**src/hw/mem_model_pkg.sv**
```systemverilog
`default_nettype none

package mem_model_pkg;

   localparam int unsigned WORD_BYTES   = 8;
   localparam int unsigned MAX_PORTS    = 2;  // write side plus read side
   localparam int unsigned SCALE_FACTOR = 4;  // budget units per burst beat

   // meaningful widths
   typedef logic [8*WORD_BYTES-1:0] word_t;
   typedef logic [WORD_BYTES-1:0]   byte_mask_t;  // one enable per byte lane
   typedef logic [7:0]              word_addr_t;  // 256 words
   typedef logic [3:0]              burst_len_t;  // length minus one, weights cost only
   typedef logic [15:0]             budget_t;     // scaled outstanding blocks
   typedef logic [7:0]              bw_limit_t;   // credit per port per cycle

   // write request as it travels from the requester to the array
   typedef struct packed {
      word_addr_t addr;
      word_t      data;
      byte_mask_t mask;
      burst_len_t len;
   } wr_req_t;

   typedef struct packed {
      word_addr_t addr;
      burst_len_t len;
   } rd_req_t;

   // side that claims the budget first in a cycle
   typedef enum logic {
      prio_write = 1'b0,
      prio_read  = 1'b1
   } prio_t;

endpackage

`default_nettype wire

```
**src/hw/write_port.sv**
```systemverilog
`timescale 1ns/1ps
`default_nettype none

module write_port #(
   parameter int QUEUE_DEPTH = 4
) (
   input  wire                          clk,
   input  wire                          reset,
   input  wire                          wr_req_valid,
   output logic                         wr_req_ready,
   input  wire mem_model_pkg::wr_req_t  wr_req,
   output logic                         wr_offer_valid,
   output mem_model_pkg::wr_req_t       wr_offer,
   input  wire                          wr_grant,
   output logic                         wr_done
);

   localparam int PTR_W = $clog2(QUEUE_DEPTH);

   mem_model_pkg::wr_req_t fifo_mem [QUEUE_DEPTH];

   logic [PTR_W:0] head;  // extra msb tells full from empty
   logic [PTR_W:0] tail;
   logic           full;
   logic           empty;
   logic           push;

   assign empty = (head == tail);
   assign full  = (head[PTR_W] != tail[PTR_W]) &&
                  (head[PTR_W-1:0] == tail[PTR_W-1:0]);
   assign push  = wr_req_valid && wr_req_ready;

   assign wr_req_ready   = !full;
   assign wr_offer_valid = !empty;
   assign wr_offer       = fifo_mem[head[PTR_W-1:0]];  // oldest request

   // queue storage
   always_ff @(posedge clk) begin
      if (push) begin
         fifo_mem[tail[PTR_W-1:0]] <= wr_req;
      end
   end

   always_ff @(posedge clk or negedge reset) begin
      if (!reset) begin
         head    <= '0;
         tail    <= '0;
         wr_done <= 1'b0;
      end else begin
         if (push) begin
            tail <= tail + 1'b1;
         end
         if (wr_grant) begin
            head <= head + 1'b1;  // array takes the head on this edge
         end
         // completion shows up the cycle after the array write
         wr_done <= wr_grant;
      end
   end

endmodule

`default_nettype wire

```
**config.mk**
```make
export PLATFORM = sky130hd
export DESIGN_NAME = write_port
export DESIGN_NICKNAME = d
export VERILOG_FILES = /design/src/hw/mem_model_pkg.sv /design/src/hw/write_port.sv
export SDC_FILE = /design/constraint.sdc
export NUM_CORES = 1
export LEC_CHECK = 0
export BUFFER_PORTS_ARGS = -buffer_cell sky130_fd_sc_hd__buf_2
export CORE_MARGIN = 2
export CORE_UTILIZATION = 30
export CTS_BUF_LIST = sky130_fd_sc_hd__clkbuf_4
export CTS_CLUSTER_DIAMETER = 30
export DETAILED_ROUTE_END_ITERATION = 8
export SLEW_MARGIN = 20
export SYNTH_ARGS = -nofsm -noshare
export SYNTH_HDL_FRONTEND = slang
export SYNTH_SLANG_ARGS = --single-unit
```
**constraint.sdc**
```tcl
create_clock -name clk -period 7.7 [get_ports clk]
set_input_delay 0.77 -clock clk [delete_from_list [all_inputs] [get_ports clk]]
set_output_delay 0.77 -clock clk [all_outputs]
set_load 0.05 [all_outputs]
```
==> impl_metrics.ini <==
[power_and_ir_drop]
p_per_area_nw_per_um2 = 452
power_leakage_nw = 5.23
peakVddDrop_v = 0.000232

[floorplan]
io_pins = 175
die_x_um = 209
fp.coreArea_um2 = 41700
rows = 75
fp.dieH_um = 209
die_area_um2 = 43600
start_util = 0.302

[global_route]
grt_max_degree = 60
grt_pass1_wl_mm = 38.1
grt_pass1_vias = 6588
grt_overflow_total = 0
track_usage = 0.119
antenna_found_initial = 4

[sta]
fin_setup_tns_ns = 0
period_needed_ns = 4.34
post-route-period-util = 0.564
fmax_ghz = 0.230
rsz0062_at_grt = false
skew_ns = 0.0425
hold_violations = 0
setup_violations = 0
slew-limit-headroom = 0.338
worstMarginPinSlew_ns = 0.993
drv_slew = 0

[routing]
postRouteAntennaNets = 0
wirelength_mm = 25.4
drc = 0
via_per_inst = 4.41
route.vias.total = 5916
drtPass1Iterations = 5
wl_per_cell_um = 19.0
dr.first_iter.drc_count = 306

[setup_path]
crit_fanout = 45
cp-start-kind = flip-flop
reg2reg_from = head[0]
slowest_delay_ns = 1.03
worstPathArrival_ns = 3.57
path_delay_family = buffers and inverters
crit_type = reg2out
slowest_stage = dfrtp_4
rrSetupSlack_ns = 4.01
endpoint_kind = primary output
startpoint = head[0]
path_buf_inv = 2
crit_chain = buf_4 > mux4_2 > buf_2
crit_required_ns = 6.93

[placement]
hpwl_mm = 14.2
gp_congestion = 0.691
placed_area_um2 = 14000
io_buffers = 174

[yosys]
yosys_warnings = 0
ys_seq_elements = 343
synth_nets = 572
syn-cell-area_um2 = 12600
synth.top_cell.area_share = 0.801
synth_area_leaders = edfxtp_1 80%, mux4_2 15%, dfrtp_1 1.4%
yosysTopAreaCell = edfxtp_1
synth_cell_type_count = 23
syn_inst = 479
avgSynthCellArea_um2 = 26.3
synth_seq_area_share = 0.815

[run]
max_cap_violations = 0

[layout]
nets = 828
finalInstanceArea_um2 = 15200
final_layout_size_suffix_gt1_frac = 0.522
synthToLayoutAreaGrowth_pct = 20.9

[clocking]
cts_resized = 0
cts_made_buffers = 92
postCtsSetupRepairBufs = 0
cts_buffer_depth = 3
clock_sinks = 343
clk_latency_ns = 0.76
hold_buffers = 1
clkTransAtPathRegs_ns = 0.06
htree_levels = 3
cts_tree = yes
cts_root_buffer = clkbuf_4

[status]
status = finished clean

[min_path]
hp-class = in2reg
hold_start = wr_grant
## layer usage
layer  GRT usage  vias up  wire length [um]
li1            -     2643                 -
met1       0.133     3007              9900
met2       0.199      205             13000
met3      0.0478       55              1910
met4      0.0569        6               557
met5           0        -                46
## flip-flops by register name, summed over array words and instances, names as in the netlist
register and cells:
wr_done 1, head 3, tail 3, fifo_mem 336
## where the power goes
part           leakage [nW]  internal [mW]  switching [mW]
Combinational          1.38          0.755            1.83
Clock                 0.700          0.875           0.719
Sequential             3.16           2.50           0.202
## cells in the mapped netlist
library cell,count
inv_1,3
nor4b_1,1
dfrtp_1,7
xor2_1,3
mux4_2,84
nand3_1,2
and2_1,3
buf_6,1
mux2_2,1
nor3_1,1
xnor2_1,5
nand2b_1,1
buf_2,5
nand2_1,2
buf_4,3
a21oi_1,1
ha_1,5
o21ai_0,1
clkbuf_1,5
buf_12,6
a21o_1,1
edfxtp_1,336
a31oi_1,2
## placed cells by master (no fill, tap or decap), types with 2 or more instances in the layout
| cell | netlist | final |
|---|---|---|
| and2_4 | 0 | 3 |
| buf_2 | 5 | 174 |
| buf_4 | 3 | 7 |
| bufinv_16 | 0 | 3 |
| clkbuf_4 | 0 | 129 |
| clkinv_1 | 0 | 13 |
| clkinv_2 | 0 | 8 |
| clkinv_4 | 0 | 3 |
| clkinvlp_4 | 0 | 2 |
| dfrtp_1 | 7 | 5 |
| dfrtp_4 | 0 | 2 |
| diode_2 | 0 | 2 |
| edfxtp_1 | 336 | 336 |
| ha_1 | 5 | 5 |
| inv_1 | 3 | 3 |
| mux4_2 | 84 | 84 |
| nand2_1 | 2 | 2 |
| nand3_1 | 2 | 2 |
| xnor2_1 | 5 | 5 |
| xor2_1 | 3 | 3 |
## cell type report
cell class / count / area, um^2
repair buffers: 182 / 933
flip-flops and latches: 343 / 10300
clock inverters: 29 / 220
multi-input cells: 113 / 2140
diodes: 2 / 5.00
inverters: 3 / 11.3
fillers: 3903 / 26400
clock buffers: 129 / 968
well taps: 539 / 674
## cells by family (layout without fill, tap and decap cells)
logic type | Yosys count | count (layout) | share of synthesized area
mux | 85 | 85 | 0.151
buf+inv | 23 | 343 | 0.0166
fa+ha+maj | 5 | 5 | 0.00497
xor+xnor | 8 | 8 | 0.00556
flops | 343 | 343 | 0.815
other cells | 0 | 2 | 0
simple gates | 10 | 10 | 0.00447
compound gates | 5 | 5 | 0.00238
## worst paths after layout
check	endpoint	cells past startpoint
worst max-delay path	wr_offer[83]	3
worst min-delay path	wr_done	1
worst max register to register	fifo_mem[2][53]	4
worst min register to register	tail[2]	1
max in group asynchronous	head[1]	2
min in group asynchronous	tail[0]	2
## stage by stage
step	power (mW)	hold slack [ns]	util	setup WS [ns]	instances
floorplan	4.82	0.474	-	1.85	479
detailed placement	5.41	0.523	0.337	3.86	1179
CTS	7.06	0.0705	0.365	3.05	1338
global placement	5.39	0.515	0.337	3.91	1179
global route	7.26	0.100	0.366	2.91	1340
finish	6.88	0.220	0.366	3.36	1340
No activity file was read; power rests on OpenSTA's default activity.
