File: config.mk
export PLATFORM = sky130hd
export DESIGN_NAME = read_port
export DESIGN_NICKNAME = d
export VERILOG_FILES = /design/src/hw/mem_model_pkg.sv /design/src/hw/read_port.sv
export SDC_FILE = /design/constraint.sdc
export NUM_CORES = 1
export LEC_CHECK = 0
export ABC_AREA = 1
export ABC_CLOCK_PERIOD_IN_PS = 2100
export BUFFER_PORTS_ARGS = -buffer_cell sky130_fd_sc_hd__buf_2
export CORE_MARGIN = 8
export CORE_UTILIZATION = 44
export DETAILED_ROUTE_END_ITERATION = 8
export PLACE_DENSITY = 0.76
export SLEW_MARGIN = 20
export SYNTH_ARGS = -nofsm -noshare
export SYNTH_HDL_FRONTEND = slang
export SYNTH_SLANG_ARGS = --single-unit
File: constraint.sdc
create_clock -name clk -period 2.1 [get_ports clk]
set_input_delay 0.21 -clock clk [delete_from_list [all_inputs] [get_ports clk]]
set_output_delay 0.21 -clock clk [all_outputs]
set_load 0.005 [all_outputs]
File: src/hw/mem_model_pkg.sv
`default_nettype none

package mem_model_pkg;

   localparam int unsigned WORD_BYTES   = 8;
   localparam int unsigned MAX_PORTS    = 2;  // write side plus read side
   localparam int unsigned SCALE_FACTOR = 4;  // budget units per burst beat

   // meaningful widths
   typedef logic [8*WORD_BYTES-1:0] word_t;
   typedef logic [WORD_BYTES-1:0]   byte_mask_t;  // one enable per byte lane
   typedef logic [7:0]              word_addr_t;  // 256 words
   typedef logic [3:0]              burst_len_t;  // length minus one, weights cost only
   typedef logic [15:0]             budget_t;     // scaled outstanding blocks
   typedef logic [7:0]              bw_limit_t;   // credit per port per cycle

   // write request as it travels from the requester to the array
   typedef struct packed {
      word_addr_t addr;
      word_t      data;
      byte_mask_t mask;
      burst_len_t len;
   } wr_req_t;

   typedef struct packed {
      word_addr_t addr;
      burst_len_t len;
   } rd_req_t;

   // side that claims the budget first in a cycle
   typedef enum logic {
      prio_write = 1'b0,
      prio_read  = 1'b1
   } prio_t;

endpackage

`default_nettype wire

File: src/hw/read_port.sv
`timescale 1ns/1ps
`default_nettype none

module read_port #(
   parameter int QUEUE_DEPTH = 4
) (
   input  wire                          clk,
   input  wire                          reset,
   input  wire                          rd_req_valid,
   output logic                         rd_req_ready,
   input  wire mem_model_pkg::rd_req_t  rd_req,
   output logic                         rd_offer_valid,
   output mem_model_pkg::rd_req_t       rd_offer,
   input  wire                          rd_grant,
   input  wire mem_model_pkg::word_t    mem_rd_data,
   output logic                         rd_resp_valid,
   input  wire                          rd_resp_ready,
   output mem_model_pkg::word_t         rd_resp_data
);

   localparam int PTR_W = $clog2(QUEUE_DEPTH);

   mem_model_pkg::rd_req_t fifo_mem [QUEUE_DEPTH];

   logic [PTR_W:0] head;
   logic [PTR_W:0] tail;
   logic           full;
   logic           empty;
   logic           push;
   logic           in_flight;  // array read issued, data arrives next edge

   assign empty = (head == tail);
   assign full  = (head[PTR_W] != tail[PTR_W]) &&
                  (head[PTR_W-1:0] == tail[PTR_W-1:0]);
   assign push  = rd_req_valid && rd_req_ready;

   assign rd_req_ready = !full;
   assign rd_offer     = fifo_mem[head[PTR_W-1:0]];

   // only offer when the response slot is sure to be free
   assign rd_offer_valid = !empty && !in_flight && !rd_resp_valid;

   always_ff @(posedge clk) begin
      if (push) begin
         fifo_mem[tail[PTR_W-1:0]] <= rd_req;
      end
   end

   // response data register
   always_ff @(posedge clk) begin
      if (in_flight) begin
         rd_resp_data <= mem_rd_data;
      end
   end

   always_ff @(posedge clk or negedge reset) begin
      if (!reset) begin
         head          <= '0;
         tail          <= '0;
         in_flight     <= 1'b0;
         rd_resp_valid <= 1'b0;
      end else begin
         if (push) begin
            tail <= tail + 1'b1;
         end
         if (rd_grant) begin
            head <= head + 1'b1;
         end
         in_flight <= rd_grant;
         if (in_flight) begin
            rd_resp_valid <= 1'b1;
         end else if (rd_resp_ready) begin
            rd_resp_valid <= 1'b0;  // taken by the requester
         end
      end
   end

endmodule

`default_nettype wire

==> summary.md <==
| Metric | Value |
|---|---|
| Reported max-cap violation count | 0 |
| Post-CTS clock slew at the launch and capture registers of the worst setup and hold paths | 50 ps |
| Largest cells by area after synthesis | edfxtp_1 81%, dfrtp_1 4.8%, o21ai_0 3.1% |
| Crit Path Class | reg -> out |
| Worst setup endpoint | rd_offer[8] |
| Power, Total | 7.55 mW |
| Post-synthesis register bit count | 120 |
| Vias after detailed routing | 3015 |
| Hold Crit Class | in -> reg |
| Post-CTS setup buffers | 0 |
| Net count after synthesis | 323 |
| Number of instances in the synthesized netlist | 237 |
| DRT Wirelength | 12100 um |
| Core region area | 9240 um^2 |
| Worst setup path start | head[0] |
| Crit path capture type | primary output |
| Slew HR | 62.2% |
| Clock tree from TritonCTS | built |
| Vias in the first global route | 3225 |
| Initial antenna violation count | 0 |
| Total Die Area | 12900 um^2 |
| Number of unique standard cell types used by synthesis | 18 |
| Overflow left after global routing | 0 |
| Maximum clock insertion buffer count | 2 |
| Clock latency reported for the late side of the worst-skew pair | 490 ps |
| Reported leakage power | 2.71 nW |
| Number of failing hold endpoints at the final stage | 0 |
| Dominant combinational cell family by area after synthesis | compound AO/OA/AOI/OAI gates |
| Number of CTS-inserted buffers | 17 |
| Post-synth top area cell | edfxtp_1 |
| Part of the total power dissipated in combinational logic | 21.2% |
| Detailed-route vias per instance | 4.76 |
| I/O pin cnt | 160 |
| Relative contribution of sequential cells to total power | 41.7% |
| Xor/xnor cell area share of the yosys netlist | 1.02% |
| H-tree Lvls | 4 |
| Effective utilization at floorplan | 45.2% |
| Synth Area in Simple Gates | 5.03% |
| Remaining antenna violation count after routing | 0 |
| Number of cells after detailed placement | 524 |
| Hold Crit Depth | 3 |
| Synth Area in Compound Gates | 5.03% |
| Clk sink count | 120 |
| Share of synthesized cell area in full adder, half adder and majority cells | 1.50% |
| Port buffer count | 159 |
| Vertical extent of the die | 113 um |
| Combined global-route utilization of all metal layers | 18.8% |
| Share of synthesized registers carrying an async set or reset | 6.67% |
| Nature of the critical path startpoint | flop |
| Area share of the largest cell type after synthesis | 80.5% |
| Ratio of cells with drive above 1 in the final layout | 39.8% |
| Switch Pwr | 2.12 mW |
| Worst reg2reg path depth | 6 |
| Slack of the worst reg-to-reg path | 360 ps |
| Peak supply drop | 0.812 mV |
| EDFF count, synth | 112 |
| Setup repair after global routing missed its margin | no |
| Endpoint arrival time on the critical path | 1800 ps |
| Placement Cell Area | 5150 um^2 |
| Final Net Count | 579 |
| Yosys warnings | 0 |
| Critical Path RT | 1890 ps |
| Startpoint of the worst register-to-register path | tail[1] |
| Row count | 35 |
| Netlist Area Pre-Place | 4180 um^2 |
| Width of the chip | 113 um |
| Iteration count of the initial detailed-routing pass | 4 |
| Status | complete, no violations |
| Clk Tree Root Cell | clkbuf_8 |
| Mean post-synth cell area | 17.6 um^2 |
| Most instantiated library cell after synthesis | edfxtp_1 |
| Number of design-rule violations left by the first detailed-router iteration | 191 |
| Share of total power in the clock network | 37.1% |
| Max Freq | 0.499 GHz |
| Number of pins with negative max-slew slack in the final report | 0 |
| Syn-to-layout area delta | 56.1% |
| R2r endpoint | fifo_mem[3][8] |
| Minimum clock period after layout | 2010 ps |
| Maximum number of pins on one net before global-route repair | 54 |
| Clock skew after layout | 7.28 ps |
| Sw Share | 28.0% |
| Sum of negative setup slack | 0 ps |
| Wire length per cell | 19.1 um |
| Number of non-filler instances in the completed layout | 634 |
| Estimated wirelength of the detail-placed design | 7180 um |
| Internal Dissipation | 5.44 mW |
| Post-synthesis mux area share | 0% |
| Gpl congestion | 0.820 |
| Ratio of total power to cell area | 1160 nW/um^2 |
| Global-route wire length before repair | 18100 um |
| Final clock period utilization by the worst path | 95.5% |
| Slew at the pin with the worst max-slew slack | 566 ps |
| Inserted Diodes | 0 |
| Maximum fanout along the worst path | 16 |
| Most instantiated cells after synthesis | 112 x edfxtp_1, 28 x nor2_1, 26 x o21ai_0, 15 x nand2_1, 12 x o22ai_1 |
| Post-route cell area | 6520 um^2 |
| Top FF cell, synth | edfxtp_1 |
| DR DRC count | 0 |
| Number of endpoints failing setup at the final stage | 0 |
| Sequential fraction of the synthesis area | 85.3% |
## repair_timing
| action | in CTS | in global routing |
|---|---|---|
| endpoints found under the hold margin | 123 | 0 |
| endpoints found under the setup margin | 6 | 4 |
| gates cloned | 0 | 0 |
| gates resized for setup | 1 | 2 |
| hold buffers | 79 | 0 |
## layout by cell type (no fill, tap or decap), types with 5 or more instances in the layout
cell type      Yosys  final
buf_4              0      5
buf_2              4    159
inv_1             11     11
clkbuf_16          0     16
dfrtp_1            8      6
nor2_1            28     28
dlygate4sd3_1      0     79
o21ai_0           26     26
edfxtp_1         112    112
nand2_1           15     15
ha_1               5      5
o22ai_1           12     12
## per-layer routing
layer | vias to the layer above | GRT usage [%] | wire [um]
met2 | 146 | 32.1 | 6140
met4 | 0 | 5.95 | 129
met5 | - | 0 | 0
met1 | 1469 | 20.9 | 4820
li1 | 1390 | - | -
met3 | 10 | 7.87 | 988
## kinds of logic (layout without fill, tap and decap cells)
group,count (synthesis),count (layout)
flops,120,120
simple gates,49,49
compound gates,39,39
buf+inv,20,288
fa+ha+maj,5,5
xor+xnor,4,4
## worst max-delay path, cell delays in order (launching register included)
cell	delay [ps]
dfrtp_2	530
buf_4	270
o21ai_0	110
o22ai_1	230
buf_2	170
## metrics by stage
| stage | setup slack [ps] | util [%] | hold slack, ps |
|---|---|---|---|
| after global placement | 373 | 55.8 | 68.7 |
| final | 94.1 | 70.6 | 37.4 |
| after floorplan | 358 | - | -85.6 |
| after global routing | 9.00 | 70.6 | 3.90 |
| after CTS | 56.0 | 70.5 | 2.99 |
| after detailed placement | 287 | 55.8 | 69.8 |
## area by class of cell
cell class	instances	area (um^2)
clock inverters	13	155
flip-flops and latches	120	3570
multi-input cells	97	526
well taps	129	161
repair buffers	244	1640
inverters	13	51.3
clock buffers	18	418
fillers	569	2720
## flip-flops by register name (all words and copies together) (netlist names)
register,count
rd_resp_valid,1
rd_resp_data,64
head,3
tail,3
in_flight,1
fifo_mem,48
## worst min path at each step
stage                     to         start  slack (ps)
2_1_floorplan        head[0]         reset         -90
3_3_place_gp   rd_resp_valid         reset          70
3_5_place_dp         tail[0]         reset          70
4_1_cts              tail[2]  rd_req_valid           3
5_1_grt              tail[2]  rd_req_valid           4
6_report             tail[2]  rd_req_valid          40
## power groups by stage
stage          sequential [mW]  clock (mW)  combinational [mW]
3_3_place_gp              3.17           0                1.40
5_1_grt                   3.17        2.95                1.74
6_report                  3.15        2.80                1.60
4_1_cts                   3.14        2.83                1.59
2_1_floorplan             3.15           0               0.849
3_5_place_dp              3.18           0                1.45
Power figures use the tool's default switching activity.
