===== src/hw/mem_model_pkg.sv =====
`default_nettype none

package mem_model_pkg;

   localparam int unsigned WORD_BYTES   = 8;
   localparam int unsigned MAX_PORTS    = 2;  // write side plus read side
   localparam int unsigned SCALE_FACTOR = 4;  // budget units per burst beat

   // meaningful widths
   typedef logic [8*WORD_BYTES-1:0] word_t;
   typedef logic [WORD_BYTES-1:0]   byte_mask_t;  // one enable per byte lane
   typedef logic [7:0]              word_addr_t;  // 256 words
   typedef logic [3:0]              burst_len_t;  // length minus one, weights cost only
   typedef logic [15:0]             budget_t;     // scaled outstanding blocks
   typedef logic [7:0]              bw_limit_t;   // credit per port per cycle

   // write request as it travels from the requester to the array
   typedef struct packed {
      word_addr_t addr;
      word_t      data;
      byte_mask_t mask;
      burst_len_t len;
   } wr_req_t;

   typedef struct packed {
      word_addr_t addr;
      burst_len_t len;
   } rd_req_t;

   // side that claims the budget first in a cycle
   typedef enum logic {
      prio_write = 1'b0,
      prio_read  = 1'b1
   } prio_t;

endpackage

`default_nettype wire


===== src/hw/bw_throttle_arbiter.sv =====
`timescale 1ns/1ps
`default_nettype none

module bw_throttle_arbiter (
   input  wire                            clk,
   input  wire                            reset,
   input  wire mem_model_pkg::bw_limit_t  bw_limit,
   input  wire                            wr_offer_valid,
   input  wire mem_model_pkg::wr_req_t    wr_offer,
   input  wire                            rd_offer_valid,
   input  wire mem_model_pkg::rd_req_t    rd_offer,
   output logic                           wr_grant,
   output logic                           rd_grant,
   output logic                           mem_wr_en,
   output mem_model_pkg::word_addr_t      mem_wr_addr,
   output mem_model_pkg::word_t           mem_wr_data,
   output mem_model_pkg::byte_mask_t      mem_wr_mask,
   output logic                           mem_rd_en,
   output mem_model_pkg::word_addr_t      mem_rd_addr
);

   // weighted cost of one grant
   function automatic mem_model_pkg::budget_t access_cost(
      input mem_model_pkg::burst_len_t len
   );
      mem_model_pkg::budget_t beats;
      beats = mem_model_pkg::budget_t'(len) + 1'b1;
      return beats * mem_model_pkg::budget_t'(mem_model_pkg::SCALE_FACTOR);
   endfunction

   mem_model_pkg::budget_t    budget_level;  // registered level
   mem_model_pkg::prio_t      prio;
   mem_model_pkg::budget_t    credit;
   mem_model_pkg::budget_t    lvl_dec;
   mem_model_pkg::budget_t    lvl_mid;
   mem_model_pkg::budget_t    lvl_next;
   mem_model_pkg::burst_len_t first_len;
   mem_model_pkg::burst_len_t second_len;
   logic                      write_first;
   logic                      first_valid;
   logic                      second_valid;
   logic                      first_grant;
   logic                      second_grant;

   assign credit = mem_model_pkg::budget_t'(mem_model_pkg::MAX_PORTS) *
                   mem_model_pkg::budget_t'(bw_limit);

   // credit back first, floor at zero
   assign lvl_dec = (budget_level < credit) ? '0 : budget_level - credit;

   assign write_first  = (prio == mem_model_pkg::prio_write);
   assign first_valid  = write_first ? wr_offer_valid : rd_offer_valid;
   assign second_valid = write_first ? rd_offer_valid : wr_offer_valid;
   assign first_len    = write_first ? wr_offer.len : rd_offer.len;
   assign second_len   = write_first ? rd_offer.len : wr_offer.len;

   // second side sees the level after the first one is charged
   assign first_grant  = first_valid && (lvl_dec < credit);
   assign lvl_mid      = first_grant ? lvl_dec + access_cost(first_len) : lvl_dec;
   assign second_grant = second_valid && (lvl_mid < credit);
   assign lvl_next     = second_grant ? lvl_mid + access_cost(second_len) : lvl_mid;

   assign wr_grant = write_first ? first_grant : second_grant;
   assign rd_grant = write_first ? second_grant : first_grant;

   // array accesses follow the grants directly
   assign mem_wr_en   = wr_grant;
   assign mem_wr_addr = wr_offer.addr;
   assign mem_wr_data = wr_offer.data;
   assign mem_wr_mask = wr_offer.mask;
   assign mem_rd_en   = rd_grant;
   assign mem_rd_addr = rd_offer.addr;

   always_ff @(posedge clk or negedge reset) begin
      if (!reset) begin
         budget_level <= '0;
         prio         <= mem_model_pkg::prio_write;
      end else begin
         budget_level <= lvl_next;
         prio <= write_first ? mem_model_pkg::prio_read : mem_model_pkg::prio_write;
      end
   end

endmodule

`default_nettype wire


===== config.mk =====
export PLATFORM = sky130hd
export DESIGN_NAME = bw_throttle_arbiter
export DESIGN_NICKNAME = d
export VERILOG_FILES = /design/src/hw/mem_model_pkg.sv /design/src/hw/bw_throttle_arbiter.sv
export SDC_FILE = /design/constraint.sdc
export NUM_CORES = 1
export LEC_CHECK = 0
export CELL_PAD_IN_SITES_DETAIL_PLACEMENT = 0
export CELL_PAD_IN_SITES_GLOBAL_PLACEMENT = 2
export CORE_MARGIN = 4
export CORE_UTILIZATION = 30
export CTS_BUF_LIST = sky130_fd_sc_hd__clkbuf_8
export CTS_CLUSTER_SIZE = 25
export DETAILED_ROUTE_END_ITERATION = 12
export DONT_BUFFER_PORTS = 1
export GPL_ROUTABILITY_DRIVEN = 0
export PLACE_DENSITY = 0.77
export SYNTH_ARGS = -nofsm -noshare
export SYNTH_HDL_FRONTEND = slang
export SYNTH_SLANG_ARGS = --single-unit

===== constraint.sdc =====
create_clock -name clk -period 9.9 [get_ports clk]
set_input_delay 1.98 -clock clk [delete_from_list [all_inputs] [get_ports clk]]
set_output_delay 1.98 -clock clk [all_outputs]
set_load 0.05 [all_outputs]

==> metrics.md <==
| Metric | Value |
|---|---|
| Detailed-route vias per instance | `between 5 and 6` |
| Die area | `0.0130 mm2` |
| Pre-antenna DRT Iters | `4` |
| Mapped Cells | `423` |
| Worst setup path end | `rd_grant` |
| Fin crit period | `9450 ps` |
| Crit Reg-Reg Startpoint | `budget_level[5]$_DFF_PN0_` |
| Via count | `2600` |
| Layout cell share with drive strength beyond 1 | `15.0%` |
| Most frequent cells in the layout | `nor2_1 (31), nand2_1 (28), inv_1 (24)` |
| FF-to-FF setup slack | `4190 ps` |
| Hold-fix buffers, CTS | `0` |
| DP HPWL | `7270 um` |
| Initial Util | `30.9%` |
| Total wire length | `roughly 9000 um` |
| Hold Crit Class | `reg2reg` |
| Yosys reg bits | `16` |
| Clk buf depth | `2` |
| Commonest non-fill, non-tap cell in the layout | `nor2_1` |
| P&R area growth vs syn | `-12.9%` |
| Drt drc | `0` |
| Relative slew slack | `57.4%` |
| Core Util, Final | `between 20% and 30%` |
| TritonCTS Buffers | `3` |
| EDFF count, synth | `0` |
| Static leakage | `about 1.2 nW` |
| Worst VDD drop | `170 uV` |
| Arrival time worst endpoint | `7470 ps` |
| Top_reg_cell synth | `dfrtp_1` |
| Routed Antenna Nets | `0` |
| Top Ports | `200` |
| Ys Warns | `0` |
| Largest net degree at the start of global routing | `17` |
| Max-cap viol count | `0` |
| Post-Synthesis Mean Instance Area | `7.96 um2` |
| H-tree depth | `1` |
| Worst Setup Start Kind | `input pin` |
| WHS Path Cells | `1` |
| CP Capture Type | `output pin` |
| Final Skew | `9.38 ps` |
| Area leader, netlist | `buf_4` |
| Fmax | `~110 MHz` |
| Cell area after synthesis | `0.00337 mm2` |
| Setup Buffers After CTS | `0` |
| Register area share after synthesis | `11.9%` |
| CP max FO | `8` |
| GR Util All Layers | `between 10% and 20%` |
| CTS tree | `built` |
| Register-to-Register Path Depth | `22` |
| Status | `finished, final reports clean` |
| Worst-Margin Slew | `635 ps` |
| Fillers | `1153` |
| Synth top area share | `20.3%` |
| Synth cell types | `76` |
| Pre-CTS WS | `340 ps` |
| Final hold violations | `0` |
| Die Ht | `114 um` |
| Top post-synthesis cells by area | `buf_4 (20%), dfrtp_1 (12%), ha_1 (8.2%)` |
| Initial DRC Count | `200` |
| Clk pin slew, worst setup/hold paths | `70 ps` |
| CTS Root Cell | `clkbuf_8` |
| Global-route wire length before repair | `14100 um` |
| Vias in the first global route | `2657` |
| Worst Path Required | `7920 ps` |
| PortBufs | `0` |
| Fin Setup TNS | `0 ps` |
| CTS resizes | `0` |
| Rows | `38` |
| Initial antenna violation count | `0` |
| Critical-path top delay cell | `o31ai_2` |
| Cell chain of the critical path | `inv_1 > ha_1 > a21oi_2 > nand2_1 > o21ai_2 > nand2_1 > nand2_1 > inv_1 > ha_1 > o21ai_0 > a2111oi_0 > o31ai_2 > o211ai_1 > nand2_1 > nand2_1 > ha_1 > nand2_1 > nor2_1 > a211oi_1 > maj3_2 > maj3_2 > o21ai_2 > mux2i_2 > buf_4` |
| # diodes | `0` |
| Final slew viol count | `0` |
| Type of the worst setup path | `in2out` |
| Setup violators final | `0` |
| Core area | `0.0109 mm2` |
| Avg WL per Cell | `18.5 um` |
| FFs w/ async S/R, synth | `100%` |
| Crit. Startpoint | `bw_limit[6]` |
| Syn nets | `~560` |
| Power per Cell Area | `roughly 410 mW/mm2` |
| Final period utilization | `95.5%` |
| Unrepaired setup endpoints after global routing | `no` |
| Final WS setup | `447 ps` |
| Chip Width | `114 um` |
| Sink Count | `16` |
| Fin nets | `466` |
| Remaining Overflow, GRT | `0` |
| Worst r2r dst | `budget_level[7]$_DFF_PN0_` |
| Worst skew pair latency | `~260 ps` |
| Highest cell delay on the worst timing path | `520 ps` |
| Most frequent CP cell | `nand2_1` |
where the power goes:
| part | switching [W] | internal [W] | leakage (nW) |
|---|---|---|---|
| sequential | 0.0000354 | 0.0000995 | 0.187 |
| clock | 0.0000269 | 0.0000354 | 0.0288 |
| combinational | 0.000615 | 0.000400 | 0.985 |
cell usage after synthesis, types with 3 or more instances:
| library cell | count |
|---|---|
| a21o_1 | 4 |
| a21oi_1 | 18 |
| a21oi_2 | 3 |
| a31oi_1 | 4 |
| and2_1 | 4 |
| buf_4 | 91 |
| clkbuf_1 | 5 |
| dfrtp_1 | 16 |
| ha_1 | 22 |
| inv_1 | 24 |
| maj3_1 | 4 |
| mux2_2 | 4 |
| mux2i_1 | 8 |
| nand2_1 | 28 |
| nand2b_1 | 4 |
| nand3_1 | 12 |
| nor2_1 | 31 |
| nor3_1 | 5 |
| o2111ai_1 | 6 |
| o211ai_1 | 4 |
| o21a_1 | 5 |
| o21ai_0 | 20 |
| o21ai_2 | 3 |
| o31ai_1 | 3 |
| or2_2 | 3 |
| or3_1 | 4 |
| xnor2_1 | 20 |
| xor2_1 | 6 |
flip-flops by register name, indices dropped and copies added (netlist names):
register / flops
budget_level: 15
prio: 1
how the worst min path moves through the flow:
stage               slack (ps)                    endpoint                        from
floorplan                  590  budget_level[11]$_DFF_PN0_  budget_level[11]$_DFF_PN0_
global placement           640  budget_level[12]$_DFF_PN0_  budget_level[12]$_DFF_PN0_
detailed placement         650  budget_level[12]$_DFF_PN0_  budget_level[12]$_DFF_PN0_
CTS                        680  budget_level[12]$_DFF_PN0_  budget_level[12]$_DFF_PN0_
global route               690  budget_level[12]$_DFF_PN0_  budget_level[12]$_DFF_PN0_
finish                     670  budget_level[12]$_DFF_PN0_  budget_level[12]$_DFF_PN0_
kinds of logic (layout without fill, tap and decap cells):
family | count (synthesis) | after routing | share of synthesized area (%)
buffers and inverters | 123 | 33 | 23.9
AO/OA/AOI/OAI | 107 | 107 | 24.2
AND/OR/NAND/NOR | 105 | 105 | 16.2
adder cells (fa/ha/maj) | 30 | 30 | 11.2
XOR/XNOR | 29 | 29 | 8.40
flip-flops | 16 | 16 | 11.9
multiplexers | 13 | 13 | 4.16
critical path, delay by kind of cell:
family          cells  cell delay (ps)
mux                 1              110
compound gates      8             2120
buf+inv             3              460
fa+ha+maj           5             1710
simple gates        7             1090
layer usage:
layer,vias to the layer above,global-route usage [%],routed length (um)
li1,1231,-,-
met1,1249,18.6,4040
met2,88,20.8,3910
met3,32,3.02,615
met4,0,4.59,203
met5,-,0,0
final cells by class:
type / instances / area [um2] / area share (%)
clock buffer: 4 / 55.1 / 1.88
tap: 140 / 175 / 5.98
timing repair buffer: 4 / 30.0 / 1.02
sequential: 16 / 400 / 13.7
multi-input combinational: 284 / 2180 / 74.3
inverter: 25 / 93.8 / 3.20
per-stage QoR:
stage | instance area [um2] | std cells | power, W | hold slack [ps]
6_report | 2930 | 473 | 0.00121 | 671
5_1_grt | 2930 | 473 | 0.00133 | 695
4_1_cts | 2920 | 473 | 0.00120 | 676
3_5_place_dp | 2870 | 469 | 0.00113 | 655
3_3_place_gp | 2870 | 469 | 0.00113 | 639
2_1_floorplan | 3370 | 423 | 0.00101 | 586
(Power assumes the default switching activity.)
